<file path="src/spi_pkg.sv">
`default_nettype none

package spi_pkg;

    // Frame length in bits
    localparam int DATA_W = 8;

    // Edges per frame plus one, so the final count fits
    localparam int EDGE_CNT_W = $clog2(2 * DATA_W + 1);

    // Half-period divider width
    localparam int CLK_DIV_W = 8;

    typedef logic [DATA_W-1:0]     spi_data_t;   // One transfer word
    typedef logic [CLK_DIV_W-1:0]  clk_div_t;    // Half-period reload value
    typedef logic [EDGE_CNT_W-1:0] edge_cnt_t;   // Edges seen in a frame

    // Transfer sequencing
    typedef enum logic [1:0] {
        IDLE,       // cs_n high, waiting for start
        LOAD,       // Copy tx word, optional priming shift
        TRANSFER,   // sclk running
        FINISH      // One cycle, done pulse
    } spi_state_t;

endpackage

`default_nettype wire

</file>
<file path="src/apb_pkg.sv">
`default_nettype none

package apb_pkg;

    typedef logic [3:0]  apb_addr_t;   // Byte offset within the block
    typedef logic [31:0] apb_data_t;   // Bus data

    localparam apb_addr_t REG_CTRL = 4'h0;   // Mode, start, status readback
    localparam apb_addr_t REG_DIV  = 4'h4;   // Half-period divider
    localparam apb_addr_t REG_TX   = 4'h8;   // Transmit word
    localparam apb_addr_t REG_RX   = 4'hC;   // Received word, read only

    // REG_CTRL bit positions
    localparam int CTRL_CPOL_BIT  = 0;
    localparam int CTRL_CPHA_BIT  = 1;
    localparam int CTRL_START_BIT = 2;   // Write one, reads back 0
    localparam int STAT_BUSY_BIT  = 8;
    localparam int STAT_DONE_BIT  = 9;   // Sticky until next start

endpackage

`default_nettype wire

</file>
<file path="src/spi_ctrl_if.sv">
`default_nettype none

interface spi_ctrl_if;

    logic run;              // Generator enable
    logic load_en;          // Copy tx word into shifter
    logic shift_en_rise;    // Shift allowed on sclk rise
    logic shift_en_fall;    // Shift allowed on sclk fall
    logic sample_en_rise;   // Sample allowed on sclk rise
    logic sample_en_fall;   // Sample allowed on sclk fall
    logic sclk_rise;        // One-cycle edge pulses
    logic sclk_fall;
    logic count_done;       // All edges of the frame produced

    modport fsm (output run, load_en, shift_en_rise, shift_en_fall,
                 output sample_en_rise, sample_en_fall, input count_done);
    modport gen (input run, output sclk_rise, sclk_fall, count_done);
    modport dp  (input load_en, shift_en_rise, shift_en_fall,
                 input sample_en_rise, sample_en_fall, sclk_rise, sclk_fall);

endinterface

`default_nettype wire

</file>
<file path="src/spi_fsm.sv">
`default_nettype none

module spi_fsm
    import spi_pkg::*;
(
    input  logic    clk,
    input  logic    rst_n,
    input  logic    start,
    input  logic    cpol,
    input  logic    cpha,
    spi_ctrl_if.fsm ctrl,
    output logic    busy,
    output logic    done,
    output logic    cs_n
);

    spi_state_t state;
    spi_state_t state_nxt;
    logic       cpol_q;      // Mode frozen for the frame
    logic       cpha_q;
    logic       lead_rise;   // Leading edge is a rise

    always_ff @(posedge clk or negedge rst_n) begin
        if (!rst_n) begin
            state  <= IDLE;
            cpol_q <= 1'b0;
            cpha_q <= 1'b0;
        end else begin
            state <= state_nxt;
            if (state == IDLE && start) begin   // Latch mode at start only
                cpol_q <= cpol;
                cpha_q <= cpha;
            end
        end
    end

    always_comb begin
        state_nxt = state;
        case (state)
            IDLE:     if (start) state_nxt = LOAD;
            LOAD:     state_nxt = TRANSFER;
            TRANSFER: if (ctrl.count_done) state_nxt = FINISH;
            FINISH:   state_nxt = IDLE;
            default:  state_nxt = IDLE;
        endcase
    end

    assign lead_rise = !cpol_q;   // Idle low means first edge rises

    always_comb begin
        ctrl.run            = 1'b0;
        ctrl.load_en        = 1'b0;
        ctrl.shift_en_rise  = 1'b0;
        ctrl.shift_en_fall  = 1'b0;
        ctrl.sample_en_rise = 1'b0;
        ctrl.sample_en_fall = 1'b0;
        case (state)
            LOAD: begin
                ctrl.load_en = 1'b1;
                if (!cpha_q) begin                   // Priming shift, MSB out early
                    ctrl.shift_en_rise = !lead_rise;
                    ctrl.shift_en_fall = lead_rise;
                end
            end
            TRANSFER: begin
                ctrl.run = 1'b1;
                if (!cpha_q) begin                   // Sample leading, shift trailing
                    ctrl.sample_en_rise = lead_rise;
                    ctrl.sample_en_fall = !lead_rise;
                    ctrl.shift_en_rise  = !lead_rise;
                    ctrl.shift_en_fall  = lead_rise;
                end else begin                       // Shift leading, sample trailing
                    ctrl.shift_en_rise  = lead_rise;
                    ctrl.shift_en_fall  = !lead_rise;
                    ctrl.sample_en_rise = !lead_rise;
                    ctrl.sample_en_fall = lead_rise;
                end
            end
            default: ;
        endcase
    end

    assign busy = (state != IDLE);
    assign done = (state == FINISH);                          // Single-cycle pulse
    assign cs_n = !(state == TRANSFER || state == FINISH);    // Rises back in IDLE

endmodule

`default_nettype wire

</file>
<file path="src/spi_sclk_gen.sv">
`default_nettype none

module spi_sclk_gen
    import spi_pkg::*;
#(
    parameter int DATA_W = spi_pkg::DATA_W
) (
    input  logic     clk,
    input  logic     rst_n,
    input  logic     cpol,
    input  clk_div_t div,
    spi_ctrl_if.gen  ctrl,
    output logic     sclk
);

    localparam edge_cnt_t EDGES = edge_cnt_t'(2 * DATA_W);   // Edges per frame

    clk_div_t  half_cnt;   // Cycles into current half period
    edge_cnt_t edge_cnt;   // Edges produced so far
    logic      toggle;     // sclk flips this cycle

    // Terminal count, stops once the frame is complete
    assign toggle = ctrl.run && (half_cnt == div) && (edge_cnt != EDGES);

    always_ff @(posedge clk or negedge rst_n) begin
        if (!rst_n) begin
            half_cnt <= '0;
        end else if (!ctrl.run || half_cnt == div) begin   // Reload
            half_cnt <= '0;
        end else begin
            half_cnt <= half_cnt + 1'b1;
        end
    end

    always_ff @(posedge clk or negedge rst_n) begin
        if (!rst_n) begin
            sclk            <= 1'b0;   // cpol resets to 0
            edge_cnt        <= '0;
            ctrl.sclk_rise  <= 1'b0;
            ctrl.sclk_fall  <= 1'b0;
            ctrl.count_done <= 1'b0;
        end else begin
            ctrl.sclk_rise <= toggle && !sclk;   // Pulse aligned with new level
            ctrl.sclk_fall <= toggle && sclk;
            // One cycle after the final edge pulse
            ctrl.count_done <= ctrl.run && (edge_cnt == EDGES) && !ctrl.count_done;
            if (!ctrl.run) begin
                sclk     <= cpol;   // Rest level
                edge_cnt <= '0;
            end else if (toggle) begin
                sclk     <= !sclk;
                edge_cnt <= edge_cnt + 1'b1;
            end
        end
    end

endmodule

`default_nettype wire

</file>
<file path="src/spi_shift_reg.sv">
`default_nettype none

module spi_shift_reg
    import spi_pkg::*;
#(
    parameter int DATA_W = spi_pkg::DATA_W
) (
    input  logic      clk,
    input  logic      rst_n,
    spi_ctrl_if.dp    ctrl,
    input  spi_data_t tx_data,
    input  logic      miso,
    output logic      mosi,
    output spi_data_t rx_data
);

    spi_data_t tx_sr;       // Outgoing bits, MSB next
    spi_data_t rx_sr;       // Incoming bits, fill from LSB
    logic      do_shift;    // Enable met by its edge
    logic      do_sample;
    logic      prime;       // Load with MSB already on mosi

    assign do_shift  = (ctrl.shift_en_rise && ctrl.sclk_rise) ||
                       (ctrl.shift_en_fall && ctrl.sclk_fall);
    assign do_sample = (ctrl.sample_en_rise && ctrl.sclk_rise) ||
                       (ctrl.sample_en_fall && ctrl.sclk_fall);
    assign prime     = ctrl.load_en && (ctrl.shift_en_rise || ctrl.shift_en_fall);

    always_ff @(posedge clk) begin
        if (ctrl.load_en) begin
            tx_sr <= prime ? {tx_data[DATA_W-2:0], 1'b0} : tx_data;
        end else if (do_shift) begin
            tx_sr <= {tx_sr[DATA_W-2:0], 1'b0};
        end
        if (do_sample) rx_sr <= {rx_sr[DATA_W-2:0], miso};   // MSB arrives first
    end

    always_ff @(posedge clk or negedge rst_n) begin
        if (!rst_n) mosi <= 1'b0;
        else if (prime) mosi <= tx_data[DATA_W-1];   // cpha 0 setup bit
        else if (do_shift) mosi <= tx_sr[DATA_W-1];
    end

    assign rx_data = rx_sr;

endmodule

`default_nettype wire

</file>
<file path="src/spi_apb_regs.sv">
`default_nettype none

module spi_apb_regs
    import apb_pkg::*;
    import spi_pkg::*;
(
    input  logic      clk,
    input  logic      rst_n,
    input  apb_addr_t paddr,
    input  logic      psel,
    input  logic      penable,
    input  logic      pwrite,
    input  apb_data_t pwdata,
    output apb_data_t prdata,
    output logic      pready,
    output logic      pslverr,
    output logic      cpol,
    output logic      cpha,
    output logic      start,
    output clk_div_t  div,
    output spi_data_t tx_data,
    input  spi_data_t rx_data,
    input  logic      busy,
    input  logic      done
);

    logic wr_acc;      // Write in access phase
    logic start_req;   // Start bit written
    logic busy_any;    // Includes the cycle of the start pulse
    logic done_q;      // Sticky done

    assign pready    = 1'b1;   // No wait states
    assign wr_acc    = psel && penable && pready && pwrite;
    assign start_req = wr_acc && (paddr == REG_CTRL) && pwdata[CTRL_START_BIT];
    assign busy_any  = busy || start;
    assign pslverr   = start_req && busy_any;   // Start while busy is refused

    always_ff @(posedge clk or negedge rst_n) begin
        if (!rst_n) begin
            cpol   <= 1'b0;
            cpha   <= 1'b0;
            div    <= '0;
            start  <= 1'b0;
            done_q <= 1'b0;
        end else begin
            start <= start_req && !busy_any;
            if (done) done_q <= 1'b1;
            else if (start_req && !busy_any) done_q <= 1'b0;   // New frame clears it
            if (wr_acc && !pslverr) begin   // Refused write changes nothing
                case (paddr)
                    REG_CTRL: begin
                        cpol <= pwdata[CTRL_CPOL_BIT];
                        cpha <= pwdata[CTRL_CPHA_BIT];
                    end
                    REG_DIV: div <= pwdata[$bits(clk_div_t)-1:0];
                    default: ;
                endcase
            end
        end
    end

    // Picked up by the datapath at the next LOAD
    always_ff @(posedge clk) begin
        if (wr_acc && paddr == REG_TX) tx_data <= pwdata[$bits(spi_data_t)-1:0];
    end

    always_comb begin
        prdata = '0;
        case (paddr)
            REG_CTRL: begin
                prdata[CTRL_CPOL_BIT] = cpol;
                prdata[CTRL_CPHA_BIT] = cpha;
                prdata[STAT_BUSY_BIT] = busy_any;
                prdata[STAT_DONE_BIT] = done_q;
            end
            REG_DIV: prdata = apb_data_t'(div);
            REG_TX:  prdata = apb_data_t'(tx_data);
            REG_RX:  prdata = apb_data_t'(rx_data);
            default: prdata = '0;
        endcase
    end

endmodule

`default_nettype wire

</file>
<file path="src/spi_master_top.sv">
`default_nettype none

module spi_master_top
    import apb_pkg::*;
    import spi_pkg::*;
#(
    parameter int DATA_W = spi_pkg::DATA_W
) (
    input  logic      clk,
    input  logic      rst_n,
    input  apb_addr_t paddr,
    input  logic      psel,
    input  logic      penable,
    input  logic      pwrite,
    input  apb_data_t pwdata,
    output apb_data_t prdata,
    output logic      pready,
    output logic      pslverr,
    output logic      sclk,
    output logic      mosi,
    input  logic      miso,
    output logic      cs_n
);

    logic      cpol;      // Register mode bits
    logic      cpha;
    logic      start;     // One-cycle start pulse
    logic      busy;
    logic      done;      // Pulse from FINISH
    clk_div_t  div;
    spi_data_t tx_data;
    spi_data_t rx_data;

    spi_ctrl_if ctrl_if ();   // FSM, generator and datapath handshake

    spi_apb_regs regs_i (.clk, .rst_n, .paddr, .psel, .penable, .pwrite, .pwdata,
                         .prdata, .pready, .pslverr, .cpol, .cpha, .start, .div,
                         .tx_data, .rx_data, .busy, .done);

    spi_fsm fsm_i (.clk, .rst_n, .start, .cpol, .cpha, .ctrl(ctrl_if.fsm),
                   .busy, .done, .cs_n);

    spi_sclk_gen #(.DATA_W(DATA_W)) gen_i (.clk, .rst_n, .cpol, .div,
                                           .ctrl(ctrl_if.gen), .sclk);

    spi_shift_reg #(.DATA_W(DATA_W)) dp_i (.clk, .rst_n, .ctrl(ctrl_if.dp), .tx_data,
                                           .miso, .mosi, .rx_data);

endmodule

`default_nettype wire

</file>
<file path="config.mk">
export PLATFORM = sky130hd
export DESIGN_NAME = spi_master_top
export DESIGN_NICKNAME = d
export VERILOG_FILES = /design/src/spi_pkg.sv /design/src/apb_pkg.sv /design/src/spi_ctrl_if.sv /design/src/spi_fsm.sv /design/src/spi_sclk_gen.sv /design/src/spi_shift_reg.sv /design/src/spi_apb_regs.sv /design/src/spi_master_top.sv
export SDC_FILE = /design/constraint.sdc
export NUM_CORES = 1
export LEC_CHECK = 0
export BUFFER_PORTS_ARGS = -buffer_cell sky130_fd_sc_hd__buf_2
export CAP_MARGIN = 5
export CORE_MARGIN = 2
export CORE_UTILIZATION = 45
export DETAILED_ROUTE_END_ITERATION = 10
export GPL_ROUTABILITY_DRIVEN = 0
export GPL_TIMING_DRIVEN = 1
export HOLD_SLACK_MARGIN = 0.1
export PLACE_DENSITY = 0.77
export SYNTH_ARGS = -nofsm -noshare
export SYNTH_HDL_FRONTEND = slang
export SYNTH_HIERARCHICAL = 1
export SYNTH_SLANG_ARGS = --single-unit
</file>
<file path="constraint.sdc">
create_clock -name clk -period 5.89 [get_ports clk]
set_input_delay 1.767 -clock clk [delete_from_list [all_inputs] [get_ports clk]]
set_output_delay 1.767 -clock clk [all_outputs]
set_load 0.1 [all_outputs]
</file>
==> results.md <==
* CTS tree: built
* MaxCap Viol Count at 0
* Io pins at 79
* Port Buf Inserts at 31
* Hold buffer count at CTS at 0
* Mean area per synthesized cell at 12.0 um^2
* Critical Path Fanout Max at 11
* Post-route DRC at 0
* Max rail drop VDD at 0.146 mV
* Number of global-route vias before repair at 2,002
* Number of synthesized flops with an enable pin at 24
* Worst Tran Pin Value at 795 ps
* Critical path launch point type: primary input
* Root buffer cell: clkbuf_8
* Tmin final at 5090 ps
* Clock insertion delay at the later pin of the skew report at 340 ps
* Yosys top cell by area: dfrtp_1
* Highest clock rate at 196 MHz
* # clock sinks at 58
* First-pass GRT wire length at 9690 um
* Share of cells above drive strength 1 at 24.3%
* # diodes at 0
* Setup Crit Path Kind: primary input to output port
* Area contributors post-synth: dfrtp_1 27%, edfxtp_1 23%, mux2_2 6.4%
* Largest net degree at the start of global routing at 35
* PostCTS Resize Cnt at 0
* Top cell types by occurrence after synthesis: 34 x dfrtp_1, 27 x nor2_1, 24 x buf_4, 24 x edfxtp_1, 18 x mux2_2
* Post-DP HPWL at 4310 um
* Max-slew headroom at 47.0%
* Min Hold Slack at 452 ps
* Async S/R FF share, synth at 58.6%
* Crit path DAT at 3330 ps
* Area delta synth->final at 9.87%
* CP Capture Type: output port
* Die height at 87.6 um
* Aggregate routed wire length at 5890 um
* Fill count at 594
* Antenna violations before repair at 0
* Longest Clk Path Bufs at 2
* Post-Synthesis Cells at 262
* Row count at 30
* Yosys Warn Count at 6
* Max-slew violations at 0
* CORE AREA at 6790 um^2
* Initial Util at 46.3%
* Post-CTS Setup Bufs at 0
* Leak at 0.00153 uW
* GRT Resource Usage Total at 16.8%
* Status: finished, final reports clean
* Clock Skews at 10.1 ps
* CTS clk-pin slew, worst paths at 60 ps
* RSZ-0062 raised after global routing: false
* Cts bufs inserted at 9
* DIE AREA at 7670 um^2
* WL/cell at 14.9 um
* Nets at 348
* Setup TNS at 0 ps
* Synth cell types at 52
* Via count at 2,016
* H-tree Lvls at 3
* Power per cell area at 421 nW/um^2
* Remaining Overflow, GRT at 0
* Most numerous cell in the Yosys netlist: dfrtp_1
* DR iter-0 viols at 146
* Primary FF master, synth: dfrtp_1
* Final worst path period share at 86.5%
* Synth Cell Area at 3140 um^2
* Routed Antenna Nets at 0
* Synth top area share at 27.1%
* Worst hold path type: flip-flop to flip-flop
* Vias/cell at 5.09
* DR pass1 iterations at 4
* Crit path required time at 4120 ps
* Yosys reg bits at 58
* Seq/Total Area, Yosys at 50.0%
* Count of final setup violators at 0
* Die X at 87.6 um
* Final Hold Violating Endpoints at 0
power breakdown:
| part | switching (uW) | internal, uW |
|---|---|---|
| logic | 394 | 170 |
| clock network | 148 | 191 |
| registers | 47.1 | 504 |
routing by layer:
layer | global-route usage (%) | vias to the layer above | wire [um]
met3 | 4.62 | 8 | 227
met1 | 21.8 | 1007 | 2700
met4 | 8.25 | 0 | 80
met2 | 26.0 | 51 | 2880
li1 | - | 950 | -
met5 | 0 | - | 0
through the flow:
stage | setup WS (ps) | std cells | utilization [%] | instance area, um^2 | total power, uW
5_1_grt | 687 | 396 | 50.8 | 3450 | 1540
3_5_place_dp | 851 | 380 | 48.2 | 3280 | 1130
6_report | 798 | 396 | 50.8 | 3450 | 1460
4_1_cts | 836 | 396 | 50.8 | 3450 | 1470
2_1_floorplan | 478 | 283 | - | 3220 | 1040
3_3_place_gp | 874 | 380 | 48.2 | 3280 | 1110
registers in the layout (all words and copies together), names as in the netlist, 2 cells and up:
signal and flops:
regs_i/div 8, regs_i/tx_data 8, fsm_i/state 2, gen_i/edge_cnt 5, gen_i/half_cnt 8, dp_i/rx_data 8, dp_i/tx_sr 8
critical path, stage by stage:
cell	delay, ps
buf_2	280
nor2b_1	520
a22oi_1	210
nor2_1	110
buf_2	430
layout make-up:
cell class	instances	area, um^2	share of cell area, %
Clock inverter	5	46.3	1.34
Tap cell	96	120	3.48
Sequential cell	58	1570	45.5
Timing Repair Buffer	31	155	4.49
Multi-Input combinational cell	184	1390	40.2
Clock buffer	11	131	3.80
Inverter	11	41.3	1.20
final timing paths:
kind | slack, ps | depth (start not counted) | endpoint | from
min in group asynchronous | 1500 | 1 | regs_i/div[7]$_DFFE_PN0P_ | rst_n
worst max register to register | 3290 | 6 | dp_i/tx_sr[1]$_DFFE_PP_ | fsm_i/state[1]$_DFFE_PN0P_
worst min-delay path | 450 | 0 | dp_i/rx_data[1]$_DFFE_PP_ | dp_i/rx_data[0]$_DFFE_PP_
max in group asynchronous | 3860 | 1 | gen_i/edge_cnt[0]$_DFFE_PN0P_ | rst_n
worst min register to register | 450 | 0 | dp_i/rx_data[1]$_DFFE_PP_ | dp_i/rx_data[0]$_DFFE_PP_
worst max-delay path | 800 | 5 | prdata[2] | paddr[3]
placed cells by master (no fill, tap or decap), drive strengths merged, types with 3 or more instances in the layout:
master | Yosys | routed
a22oi | 7 | 7
edfxtp | 24 | 24
clkbuf | 2 | 11
buf | 28 | 31
nand3 | 9 | 9
conb | 2 | 23
o41ai | 3 | 3
nand2 | 5 | 5
inv | 11 | 11
o21ai | 3 | 3
o311ai | 3 | 3
nand4 | 3 | 3
ha | 11 | 11
and3 | 5 | 5
a21oi | 10 | 10
dfrtp | 34 | 34
nor2 | 28 | 28
xor2 | 5 | 5
mux2 | 19 | 19
clkinv | 0 | 4
mux2i | 11 | 11
nor2b | 5 | 5
xnor2 | 9 | 9
kinds of logic after synthesis:
group	share of synthesized area [%]
AND/OR/NAND/NOR	14.1
flip-flops	50.0
buffers and inverters	8.36
multiplexers	11.9
AO/OA/AOI/OAI	7.17
XOR/XNOR	3.90
adder cells (fa/ha/maj)	4.38
other	0.239
No activity file was read; power rests on OpenSTA's default activity.
